File: src/design/mem_axil_cfg.svh
`ifndef MEM_AXIL_CFG_SVH
`define MEM_AXIL_CFG_SVH

// Address width on both the message side and the AXI-Lite side
`define MEM_AXIL_ADDR_W 32

// Message data and AXI-Lite data are the same width
`define MEM_AXIL_DATA_W 32

// Requester tag, echoed back untouched
`define MEM_AXIL_TAG_W 4

`endif

File: src/design/mem_axil_pkg.sv
`include "mem_axil_cfg.svh"

package mem_axil_pkg;

  // Message kinds from the requester
  typedef enum logic [1:0]
  {
    e_mem_rd    = 2'b00,
    e_mem_wr    = 2'b01,
    e_mem_uc_rd = 2'b10,
    e_mem_uc_wr = 2'b11
  } mem_msg_type_e;

  // Access size in bytes, 8-byte accesses not supported
  typedef enum logic [1:0]
  {
    e_size_1 = 2'b00,
    e_size_2 = 2'b01,
    e_size_4 = 2'b10
  } mem_size_e;

  // Forward header, reverse header is an exact echo of it
  typedef struct packed
  {
    mem_msg_type_e               msg_type;
    mem_size_e                   size;
    logic [`MEM_AXIL_ADDR_W-1:0] addr;
    logic [`MEM_AXIL_TAG_W-1:0]  tag;
  } mem_header_s;

endpackage

File: src/design/axil_req_if.sv
`timescale 1ns/1ps

`include "mem_axil_cfg.svh"

// One AXI-Lite request handed from the bridge to the channel sequencer
interface axil_req_if;

  logic [`MEM_AXIL_ADDR_W-1:0]   addr;
  logic [`MEM_AXIL_DATA_W-1:0]   wdata;
  logic [`MEM_AXIL_DATA_W/8-1:0] wstrb;
  // High for a write, low for a read
  logic                          write;
  logic                          valid;
  logic                          ready;

  modport master
  (
    output addr,
    output wdata,
    output wstrb,
    output write,
    output valid,
    input  ready
  );

  modport slave
  (
    input  addr,
    input  wdata,
    input  wstrb,
    input  write,
    input  valid,
    output ready
  );

endinterface

File: src/design/two_entry_fifo.sv
`timescale 1ns/1ps

module two_entry_fifo
#(
  parameter type T = logic [7:0]
)
(
  input  logic clk_i,
  input  logic rst_n_i,

  input  T     data_i,
  input  logic v_i,
  output logic ready_o,

  output T     data_o,
  output logic v_o,
  input  logic yumi_i
);

  T     slot_q [0:1];
  logic wr_ptr_q;
  logic rd_ptr_q;
  // Pointers equal means either empty or full, this bit tells which
  logic full_q;
  logic enq;
  logic deq;

  assign ready_o = ~full_q;
  assign v_o     = full_q | (wr_ptr_q != rd_ptr_q);
  assign data_o  = slot_q[rd_ptr_q];

  assign enq = v_i & ready_o;
  assign deq = yumi_i & v_o;

  always_ff @(posedge clk_i or negedge rst_n_i)
  begin
    if (!rst_n_i)
    begin
      wr_ptr_q <= 1'b0;
      rd_ptr_q <= 1'b0;
      full_q   <= 1'b0;
    end
    else
    begin
      if (enq)
        wr_ptr_q <= ~wr_ptr_q;
      if (deq)
        rd_ptr_q <= ~rd_ptr_q;
      // Simultaneous push and pop keeps the fill level
      if (enq && !deq)
        full_q <= (~wr_ptr_q == rd_ptr_q);
      else if (deq && !enq)
        full_q <= 1'b0;
    end
  end

  always_ff @(posedge clk_i)
  begin
    if (enq)
      slot_q[wr_ptr_q] <= data_i;
  end

endmodule

File: src/design/axil_txn_master.sv
`timescale 1ns/1ps

`include "mem_axil_cfg.svh"

// Single outstanding AXI-Lite transaction, result held until taken
module axil_txn_master
(
  input  logic                          clk_i,
  input  logic                          rst_n_i,

  axil_req_if.slave                     req,

  output logic [`MEM_AXIL_DATA_W-1:0]   rdata_o,
  output logic                          rsp_v_o,
  input  logic                          rsp_ready_i,

  output logic [`MEM_AXIL_ADDR_W-1:0]   m_axil_awaddr_o,
  output logic [2:0]                    m_axil_awprot_o,
  output logic                          m_axil_awvalid_o,
  input  logic                          m_axil_awready_i,

  output logic [`MEM_AXIL_DATA_W-1:0]   m_axil_wdata_o,
  output logic [`MEM_AXIL_DATA_W/8-1:0] m_axil_wstrb_o,
  output logic                          m_axil_wvalid_o,
  input  logic                          m_axil_wready_i,

  input  logic [1:0]                    m_axil_bresp_i,
  input  logic                          m_axil_bvalid_i,
  output logic                          m_axil_bready_o,

  output logic [`MEM_AXIL_ADDR_W-1:0]   m_axil_araddr_o,
  output logic [2:0]                    m_axil_arprot_o,
  output logic                          m_axil_arvalid_o,
  input  logic                          m_axil_arready_i,

  input  logic [`MEM_AXIL_DATA_W-1:0]   m_axil_rdata_i,
  input  logic [1:0]                    m_axil_rresp_i,
  input  logic                          m_axil_rvalid_i,
  output logic                          m_axil_rready_o
);

  typedef enum logic [2:0]
  {
    e_idle,
    e_write_addr_data,
    e_write_resp,
    e_read_addr,
    e_read_data,
    e_resp_hold
  } state_e;

  state_e                        state_q;
  logic                          awvalid_q;
  logic                          wvalid_q;
  logic                          arvalid_q;
  logic [`MEM_AXIL_ADDR_W-1:0]   addr_q;
  logic [`MEM_AXIL_DATA_W-1:0]   wdata_q;
  logic [`MEM_AXIL_DATA_W/8-1:0] wstrb_q;
  logic [`MEM_AXIL_DATA_W-1:0]   rdata_q;
  logic                          req_take;
  logic                          aw_fire;
  logic                          w_fire;

  assign req.ready = (state_q == e_idle);
  assign req_take  = req.valid & req.ready;

  assign aw_fire = awvalid_q & m_axil_awready_i;
  assign w_fire  = wvalid_q & m_axil_wready_i;

  // Address is shared by both directions, only one is ever valid
  assign m_axil_awaddr_o  = addr_q;
  assign m_axil_araddr_o  = addr_q;
  assign m_axil_awprot_o  = 3'b000;
  assign m_axil_arprot_o  = 3'b000;
  assign m_axil_awvalid_o = awvalid_q;
  assign m_axil_wdata_o   = wdata_q;
  assign m_axil_wstrb_o   = wstrb_q;
  assign m_axil_wvalid_o  = wvalid_q;
  assign m_axil_arvalid_o = arvalid_q;
  assign m_axil_bready_o  = (state_q == e_write_resp);
  assign m_axil_rready_o  = (state_q == e_read_data);

  assign rdata_o = rdata_q;
  assign rsp_v_o = (state_q == e_resp_hold);

  always_ff @(posedge clk_i or negedge rst_n_i)
  begin
    if (!rst_n_i)
    begin
      state_q   <= e_idle;
      awvalid_q <= 1'b0;
      wvalid_q  <= 1'b0;
      arvalid_q <= 1'b0;
    end
    else
    begin
      case (state_q)
        e_idle:
        begin
          if (req_take && req.write)
          begin
            awvalid_q <= 1'b1;
            wvalid_q  <= 1'b1;
            state_q   <= e_write_addr_data;
          end
          else if (req_take)
          begin
            arvalid_q <= 1'b1;
            state_q   <= e_read_addr;
          end
        end
        e_write_addr_data:
        begin
          // AW and W may complete in either order
          if (aw_fire)
            awvalid_q <= 1'b0;
          if (w_fire)
            wvalid_q <= 1'b0;
          if ((aw_fire || !awvalid_q) && (w_fire || !wvalid_q))
            state_q <= e_write_resp;
        end
        e_write_resp:
        begin
          if (m_axil_bvalid_i)
            state_q <= e_resp_hold;
        end
        e_read_addr:
        begin
          if (m_axil_arready_i)
          begin
            arvalid_q <= 1'b0;
            state_q   <= e_read_data;
          end
        end
        e_read_data:
        begin
          if (m_axil_rvalid_i)
            state_q <= e_resp_hold;
        end
        e_resp_hold:
        begin
          if (rsp_ready_i)
            state_q <= e_idle;
        end
        default:
          state_q <= e_idle;
      endcase
    end
  end

  // Request payload and read result
  always_ff @(posedge clk_i)
  begin
    if (req_take)
    begin
      addr_q  <= req.addr;
      wdata_q <= req.wdata;
      wstrb_q <= req.wstrb;
    end
    if ((state_q == e_write_resp) && m_axil_bvalid_i)
      rdata_q <= '0;
    else if ((state_q == e_read_data) && m_axil_rvalid_i)
      rdata_q <= m_axil_rdata_i;
  end

endmodule

File: src/design/resp_data_pack.sv
`timescale 1ns/1ps

`include "mem_axil_cfg.svh"

module resp_data_pack
  import mem_axil_pkg::*;
(
  input  logic [`MEM_AXIL_DATA_W-1:0] word_i,
  input  logic [1:0]                  addr_lsb_i,
  input  mem_size_e                   size_i,
  output logic [`MEM_AXIL_DATA_W-1:0] data_o
);

  logic [`MEM_AXIL_DATA_W-1:0] shifted;

  // Addressed bytes moved down to lane 0
  assign shifted = word_i >> {addr_lsb_i, 3'b000};

  always_comb
  begin
    case (size_i)
      e_size_1:
        data_o = {(`MEM_AXIL_DATA_W/8){shifted[7:0]}};
      e_size_2:
        data_o = {(`MEM_AXIL_DATA_W/16){shifted[15:0]}};
      // Full word passes straight through
      default:
        data_o = shifted;
    endcase
  end

endmodule

File: src/design/mem_axil_bridge.sv
`timescale 1ns/1ps

`include "mem_axil_cfg.svh"

module mem_axil_bridge
  import mem_axil_pkg::*;
(
  input  logic                          clk_i,
  input  logic                          rst_n_i,

  input  mem_header_s                   mem_fwd_header_i,
  input  logic [`MEM_AXIL_DATA_W-1:0]   mem_fwd_data_i,
  input  logic                          mem_fwd_v_i,
  output logic                          mem_fwd_ready_o,

  output mem_header_s                   mem_rev_header_o,
  output logic [`MEM_AXIL_DATA_W-1:0]   mem_rev_data_o,
  output logic                          mem_rev_v_o,
  input  logic                          mem_rev_ready_i,

  output logic [`MEM_AXIL_ADDR_W-1:0]   m_axil_awaddr_o,
  output logic [2:0]                    m_axil_awprot_o,
  output logic                          m_axil_awvalid_o,
  input  logic                          m_axil_awready_i,

  output logic [`MEM_AXIL_DATA_W-1:0]   m_axil_wdata_o,
  output logic [`MEM_AXIL_DATA_W/8-1:0] m_axil_wstrb_o,
  output logic                          m_axil_wvalid_o,
  input  logic                          m_axil_wready_i,

  input  logic [1:0]                    m_axil_bresp_i,
  input  logic                          m_axil_bvalid_i,
  output logic                          m_axil_bready_o,

  output logic [`MEM_AXIL_ADDR_W-1:0]   m_axil_araddr_o,
  output logic [2:0]                    m_axil_arprot_o,
  output logic                          m_axil_arvalid_o,
  input  logic                          m_axil_arready_i,

  input  logic [`MEM_AXIL_DATA_W-1:0]   m_axil_rdata_i,
  input  logic [1:0]                    m_axil_rresp_i,
  input  logic                          m_axil_rvalid_i,
  output logic                          m_axil_rready_o
);

  axil_req_if req_bus ();

  logic                          hdr_ready;
  logic                          hdr_v;
  mem_header_s                   hdr_head;
  logic [`MEM_AXIL_DATA_W-1:0]   rsp_rdata;
  logic                          rsp_v;
  logic [`MEM_AXIL_DATA_W/8-1:0] base_strb;
  logic [`MEM_AXIL_DATA_W-1:0]   rep_wdata;

  // Forward accept needs both a header slot and an idle master
  assign mem_fwd_ready_o = hdr_ready & req_bus.ready;

  assign req_bus.valid = mem_fwd_v_i & hdr_ready;
  assign req_bus.addr  = mem_fwd_header_i.addr;
  assign req_bus.write = mem_fwd_header_i.msg_type inside {e_mem_wr, e_mem_uc_wr};
  assign req_bus.wstrb = base_strb << mem_fwd_header_i.addr[1:0];
  assign req_bus.wdata = rep_wdata;

  // Strobe pattern and low bytes replicated over every lane
  always_comb
  begin
    case (mem_fwd_header_i.size)
      e_size_1:
      begin
        base_strb = 4'h1;
        rep_wdata = {(`MEM_AXIL_DATA_W/8){mem_fwd_data_i[7:0]}};
      end
      e_size_2:
      begin
        base_strb = 4'h3;
        rep_wdata = {(`MEM_AXIL_DATA_W/16){mem_fwd_data_i[15:0]}};
      end
      default:
      begin
        base_strb = 4'hF;
        rep_wdata = mem_fwd_data_i;
      end
    endcase
  end

  two_entry_fifo
  #(
    .T (mem_header_s)
  )
  hdr_fifo
  (
    .clk_i   (clk_i),
    .rst_n_i (rst_n_i),
    .data_i  (mem_fwd_header_i),
    .v_i     (mem_fwd_v_i & req_bus.ready),
    .ready_o (hdr_ready),
    .data_o  (hdr_head),
    .v_o     (hdr_v),
    .yumi_i  (mem_rev_v_o & mem_rev_ready_i)
  );

  axil_txn_master txn_master
  (
    .clk_i            (clk_i),
    .rst_n_i          (rst_n_i),
    .req              (req_bus.slave),
    .rdata_o          (rsp_rdata),
    .rsp_v_o          (rsp_v),
    .rsp_ready_i      (mem_rev_ready_i & hdr_v),
    .m_axil_awaddr_o  (m_axil_awaddr_o),
    .m_axil_awprot_o  (m_axil_awprot_o),
    .m_axil_awvalid_o (m_axil_awvalid_o),
    .m_axil_awready_i (m_axil_awready_i),
    .m_axil_wdata_o   (m_axil_wdata_o),
    .m_axil_wstrb_o   (m_axil_wstrb_o),
    .m_axil_wvalid_o  (m_axil_wvalid_o),
    .m_axil_wready_i  (m_axil_wready_i),
    .m_axil_bresp_i   (m_axil_bresp_i),
    .m_axil_bvalid_i  (m_axil_bvalid_i),
    .m_axil_bready_o  (m_axil_bready_o),
    .m_axil_araddr_o  (m_axil_araddr_o),
    .m_axil_arprot_o  (m_axil_arprot_o),
    .m_axil_arvalid_o (m_axil_arvalid_o),
    .m_axil_arready_i (m_axil_arready_i),
    .m_axil_rdata_i   (m_axil_rdata_i),
    .m_axil_rresp_i   (m_axil_rresp_i),
    .m_axil_rvalid_i  (m_axil_rvalid_i),
    .m_axil_rready_o  (m_axil_rready_o)
  );

  // Reverse message is queue head plus packed result
  assign mem_rev_v_o      = rsp_v & hdr_v;
  assign mem_rev_header_o = hdr_head;

  resp_data_pack rev_pack
  (
    .word_i     (rsp_rdata),
    .addr_lsb_i (hdr_head.addr[1:0]),
    .size_i     (hdr_head.size),
    .data_o     (mem_rev_data_o)
  );

endmodule

File: config.mk
export PLATFORM = sky130hd
export DESIGN_NAME = mem_axil_bridge
export DESIGN_NICKNAME = d
export VERILOG_FILES = /design/src/design/mem_axil_pkg.sv /design/src/design/axil_req_if.sv /design/src/design/two_entry_fifo.sv /design/src/design/axil_txn_master.sv /design/src/design/resp_data_pack.sv /design/src/design/mem_axil_bridge.sv
export VERILOG_INCLUDE_DIRS = /design/src /design/src/design
export SDC_FILE = /design/constraint.sdc
export NUM_CORES = 1
export LEC_CHECK = 0
export BUFFER_PORTS_ARGS = -buffer_cell sky130_fd_sc_hd__buf_2
export CAP_MARGIN = 10
export CORE_UTILIZATION = 52
export CTS_BUF_LIST = sky130_fd_sc_hd__clkbuf_8
export DETAILED_ROUTE_END_ITERATION = 10
export PLACE_DENSITY_LB_ADDON = 0.12
export SYNTH_ARGS = -nofsm -noshare
export SYNTH_HDL_FRONTEND = slang
export SYNTH_HIERARCHICAL = 1
export SYNTH_SLANG_ARGS = --single-unit
File: constraint.sdc
create_clock -name clk_i -period 4.3 [get_ports clk_i]
set_input_delay 0.86 -clock clk_i [delete_from_list [all_inputs] [get_ports clk_i]]
set_output_delay 0.86 -clock clk_i [all_outputs]
set_load 0.03 [all_outputs]
Word-level counts from Yosys, hierarchy flattened

Memories as Yosys holds them, arrays and structs flattened.
Cells that the tools add are included.

Register bits: 109
Latch bits: 0
Memory bits (writable): 80
Bits in read-only memories: 0
Bits of input ports: 117
Output and inout bits: 185
Logic and storage cells: 98
Memories kept: 1

Add/sub/neg operators: 0
Multiply operators: 0
Divide/modulo/power cells: 0
Magnitude comparators: 0
Eq/ne operators: 22
Shift operators: 2
Multiplexer cells: 24
Bitwise gates (word level): 15
Reduce and logical (&&, ||, !) cells: 23

Memory list:

| memory          | words | width | read ports | clocked after Yosys merged registers in | wr ports | line                 | source |
|---|---|---|---|---|---|---|---|
| hdr_fifo.slot_q | 2     | 40    | 1          | 0                                       | 1        | two_entry_fifo.sv:20 | `T slot_q [0:1];` |

Operators by type and width:

| operator             | count |
|---|---|
| $pmux W32 S2         | 2 |
| $shr A32 B5 Y32      | 1 |
| $mux W3              | 7 |
| $pmux W3 S6          | 1 |
| $ne A2 B1 Y1 const B | 6 |
| $and A1 B1 Y1        | 11 |
| $mux W1              | 10 |
| $ne A2 B2 Y1 const B | 4 |
| $pmux W4 S2          | 1 |
| $reduce_bool A2 Y1   | 4 |
| $eq A2 B1 Y1 const B | 3 |
| $eq A3 B2 Y1 const B | 2 |
| $eq A3 B3 Y1 const B | 2 |
| $logic_and A1 B1 Y1  | 6 |
| $pmux W1 S2          | 3 |
| $reduce_and A3 Y1    | 2 |
| $reduce_and A6 Y1    | 1 |
| $logic_not A1 Y1     | 4 |
| $logic_not A2 Y1     | 2 |
| $reduce_and A4 Y1    | 1 |
| $shl A4 B2 Y4        | 1 |
| $eq A3 B1 Y1 const B | 1 |
| $logic_not A3 Y1     | 1 |
| $ne A3 B1 Y1 const B | 1 |
| 6 further kinds      | 9 |

Longest topological paths before layout

Depth after elaboration: 8
Mapped depth: 8
Depth with buffers taken out: 7

Hierarchy

Netlist, hierarchy kept.

Modules (own cells, without submodules):

| module          | times used | cells an instance | area each (um2) |
|---|---|---|---|
| axil_txn_master | 1          | 294               | 4015.1 |
| two_entry_fifo  | 1          | 145               | 3274.4 |
| resp_data_pack  | 1          | 122               | 903.4 |
| mem_axil_bridge | 1          | 59                | 469.2 |

Least setup slack after synthesis

No wires, ideal clock.

Path type: input to register
Start: input port mem_fwd_v_i
End: memory hdr_fifo/slot_q[0][0] (netlist bit), enable pin
Arrival: 2.758 ns
Required time: 3.863 ns
Slack: 1.104 ns
Cell stages on the path: 3
Path buffers: 0
Cells stage by stage: and2_1 nand2b_1 nor2_1

Word-level cells in the longest chain between the ends: 4

RTL lines:

| element                       | line                  | source |
|---|---|---|
| start, declared               | mem_axil_bridge.sv:13 | `input logic mem_fwd_v_i,` |
| $and A1 B1 Y1                 | mem_axil_bridge.sv:96 | `.v_i (mem_fwd_v_i & req_bus.ready),` |
| $and A1 B1 Y1                 | two_entry_fifo.sv:32  | `assign enq = v_i & ready_o;` |
| $mux W1                       | two_entry_fifo.sv:59  | `if (enq)` |
| $mux W1 (not written as such) | two_entry_fifo.sv:60  | `slot_q[wr_ptr_q] <= data_i;` |
| end, declared                 | two_entry_fifo.sv:20  |  |

Every way passes these cells.

Final worst setup path

Start: register hdr_fifo.rd_ptr_q
End: output port mem_rev_data_o[24]

Word-level cells in the longest chain between the ends: 3
Elaborated cells on any way between the ends: 5
Those cells by class: eq/ne: 1; shift: 1; mux: 1; reduce/logical: 1; memory: 1

RTL lines:

| element                                       | line                  | source |
|---|---|---|
| start, declared                               | two_entry_fifo.sv:22  | `logic rd_ptr_q;` |
| start signal, assigned                        | two_entry_fifo.sv:48  | `rd_ptr_q <= ~rd_ptr_q;` |
| $mem_v2 Z2 W40 (*)                            | n/a                   |  |
| $shr A32 B5 Y32, or another cell as far along | resp_data_pack.sv:17  | `assign shifted = word_i >> {addr_lsb_i, 3'b000};` |
| $pmux W32 S2 (*)                              | resp_data_pack.sv:21  | `case (size_i)` |
| end, declared                                 | mem_axil_bridge.sv:17 | `` output logic [`MEM_AXIL_DATA_W-1:0] mem_rev_data_o, `` |

Mark *: on every way between the ends. The rest lies on a longest branch, timed or not.

==> reports/summary.md <==
## Cells and area
* n_diodes: 0
* most common cell after layout, fill and taps aside: sky130_fd_sc_hd__buf_2
* total of fill cells in the finished design: 1253
* top library cells by usage in the layout, fill and taps aside: sky130_fd_sc_hd__buf_2, sky130_fd_sc_hd__edfxtp_1, sky130_fd_sc_hd__nand2_1, sky130_fd_sc_hd__mux2_4, sky130_fd_sc_hd__mux2_2
* NumNets Final: 985
* total area of multi-input combinational cells: 2750 sq um
* Finished Layout Cells: 1096
* FF/Latch Area: 5310 sq um
* relative area change from synthesis to final layout: 19.1%
* share of post-route cells with drive strength above 1: 0.502

## Logic synthesis
* sequential fraction of the synthesis area: 0.613
* predominant post-synthesis flop cell: sky130_fd_sc_hd__edfxtp_1
* number of distinct library cells after synthesis: 57
* Syn Std Cell Area: 8660 sq um
* Synth Area per Inst: 14.0 sq um
* gate count after technology mapping: 620
* count of state elements after synthesis: 189
* EDFF count, synth: 148
* number of warnings issued by yosys: 6
* proportion of register bits with asynchronous set or reset after synthesis: 0.0476

## Die
* die span in x: 131 um
* number of cell rows: 46
* IO Pins: 302
* die area: 17200 sq um
* Floorplan Core Area: 16100 sq um
* Die Ht: 131 um
* Initial Util: 0.539

## GRT
* first-pass GRT wire length: 29400 um
* vias in the first global route: 5647
* number of antenna violations at the first check in global routing: 0
* gr ovfl total: 0
* pin count of the biggest net entering global routing: 50
* GRT Overall Usage: 0.233

## Timing
* transition time of the tightest slew-check pin: 1.06 ns
* highest clock rate: 259 MHz
* TNS Setup: 0 ns
* count of endpoints failing hold in the final timing report: 0
* final critical-path required period: 3.87 ns
* Pins Over Slew Limit: 0
* worst slew margin relative to its limit: 0.290
* worst-case clock skew: 0.0131 ns
* setup repair after global routing missed its margin: no
* Setup Viol. Count Final: 0
* final worst path period share: 0.899

## Drt
* total wirelength of the detailed-routed design: 19900 um
* via count of the routed design: 5878
* routed wire length per instance: 18.2 um
* antenna viol nets, final: 0
* count of unresolved DRC violations after routing: 0
* TritonRoute pass-1 iters: 5
* 1st-iter DRT viols: 380
* routed vias/inst: 5.36

## Clock tree
* TritonCTS clock tree: yes
* number of buffers inserted by hold repair at cts: 0
* Clk Latency, worst-skew pair: 0.47 ns
* root buffer cell: sky130_fd_sc_hd__clkbuf_8
* clock slew at reported path FFs: 0.09 ns
* maximum root-to-sink buffer count: 2
* buffer count from post-CTS setup fixing: 0
* # resized after CTS: 0
* Num CTS Buffers: 17
* CTS HTree Levels: 4
* Clock Sink Count: 189

## Power and ir drop
* total design power: 6720 uW
* Leak Pwr: 0.00428 uW
* worst supply voltage drop on vdd: 0.363 mV
* total power divided by cell area: 651 nW/um^2

## Place
* placer's final routability congestion estimate: 0.813
* HPWL Detailed: 13900 um
* number of placed instances, taps included: 1064
* number of port buffers: 291

## Worst setup path
* required time of the worst setup path: 3.44 ns
* category of the worst setup path capture point: primary output
* maximum fanout count along the critical path: 20
* startpoint-to-endpoint class of the critical path: reg2out
* Worst Setup Start Kind: flip-flop
* Data arrival, critical path: 3.01 ns

## Outcome
* outcome: complete, no violations

## Hold path
* type of the worst min-delay path: in2async

## Flow run
* count of maximum capacitance violations: 0

final timing paths:
| path | start | to | slack [ns] | cells after the start |
|---|---|---|---|---|
| worst max-delay path | hdr_fifo/rd_ptr_q | mem_rev_data_o[24] | 0.43 | 5 |
| min in group clk_i | txn_master/rdata_o[0] | txn_master/rdata_o[0] | 0.47 | 2 |
| worst min register to register | txn_master/rdata_o[0] | txn_master/rdata_o[0] | 0.47 | 2 |
| worst max register to register | txn_master/state_q[0] | hdr_fifo/slot_q[0][6] | 1.68 | 5 |
| max in group asynchronous | rst_n_i | hdr_fifo/rd_ptr_q | 3.85 | 1 |
| worst min-delay path | rst_n_i | txn_master/state_q[0] | 0.24 | 1 |
where the power goes:
| part | leakage [uW] | switching, uW | internal, uW |
|---|---|---|---|
| logic | 0.00234 | 1880 | 952 |
| registers | 0.00172 | 255 | 2380 |
| clock network | 0.000223 | 632 | 629 |
| total | 0.00428 | 2760 | 3960 |
through the flow:
step	util	hold WS, ns	worst slack, ns	instance area (sq um)
2_1_floorplan	-	0.434	1.10	8680
3_3_place_gp	0.615	0.446	1.08	9880
3_5_place_dp	0.615	0.457	0.987	9880
4_1_cts	0.642	0.216	0.453	10300
5_1_grt	0.642	0.219	0.275	10300
6_report	0.642	0.243	0.433	10300
synth_stat cells (all sizes together) (9+ instances only):
cell type	n	area [sq um]
dfrtp	9	225
dfxtp	32	641
buf	68	577
o21ai	16	80.1
edfxtp	148	4440
nor2	9	50.1
nand2	87	327
mux2	72	957
mux2i	28	280
inv	12	45.0
o211ai	9	67.6
a21oi	44	333
critical path, cell delays in order (launching register included):
cell and delay [ns]:
sky130_fd_sc_hd__dfrtp_2 0.65, sky130_fd_sc_hd__mux2_2 0.53, sky130_fd_sc_hd__nor3b_1 0.80, sky130_fd_sc_hd__nand2_1 0.14, sky130_fd_sc_hd__o211ai_1 0.17, sky130_fd_sc_hd__buf_2 0.25
kinds of logic after synthesis:
family / share of synthesized area
flip-flops: 0.613
AND/OR/NAND/NOR: 0.0764
AO/OA/AOI/OAI: 0.0852
multiplexers: 0.145
buffers and inverters: 0.0750
XOR/XNOR: 0.00303
adder cells (fa/ha/maj): 0.00144
other: 0.000433
state kept, by name, summed over array words and instances, names as in the netlist:
name                         flops
hdr_fifo/wr_ptr_q                1
txn_master/rdata_o              32
hdr_fifo/slot_q                 80
txn_master/m_axil_wdata_o       32
txn_master/m_axil_wstrb_o        4
txn_master/state_q               3
txn_master/m_axil_arvalid_o      1
hdr_fifo/rd_ptr_q                1
hdr_fifo/full_q                  1
txn_master/m_axil_araddr_o      32
txn_master/m_axil_wvalid_o       1
txn_master/m_axil_awvalid_o      1
routing by layer:
metal | up-vias | wire (um) | global-route usage
met3 | 21 | 1540 | 0.0710
li1 | 2727 | - | -
met5 | - | 0 | 0
met4 | 0 | 360 | 0.0852
met2 | 262 | 10100 | 0.406
met1 | 2868 | 7900 | 0.270
final cells by class:
class,instances,share of cell area
Clock buffer,20,0.0267
Clock inverter,12,0.0153
Sequential cell,189,0.515
Inverter,12,0.00437
Tap cell,216,0.0262
Timing Repair Buffer,298,0.146
Multi-Input combinational cell,349,0.266
No activity file was read; power rests on OpenSTA's default activity.
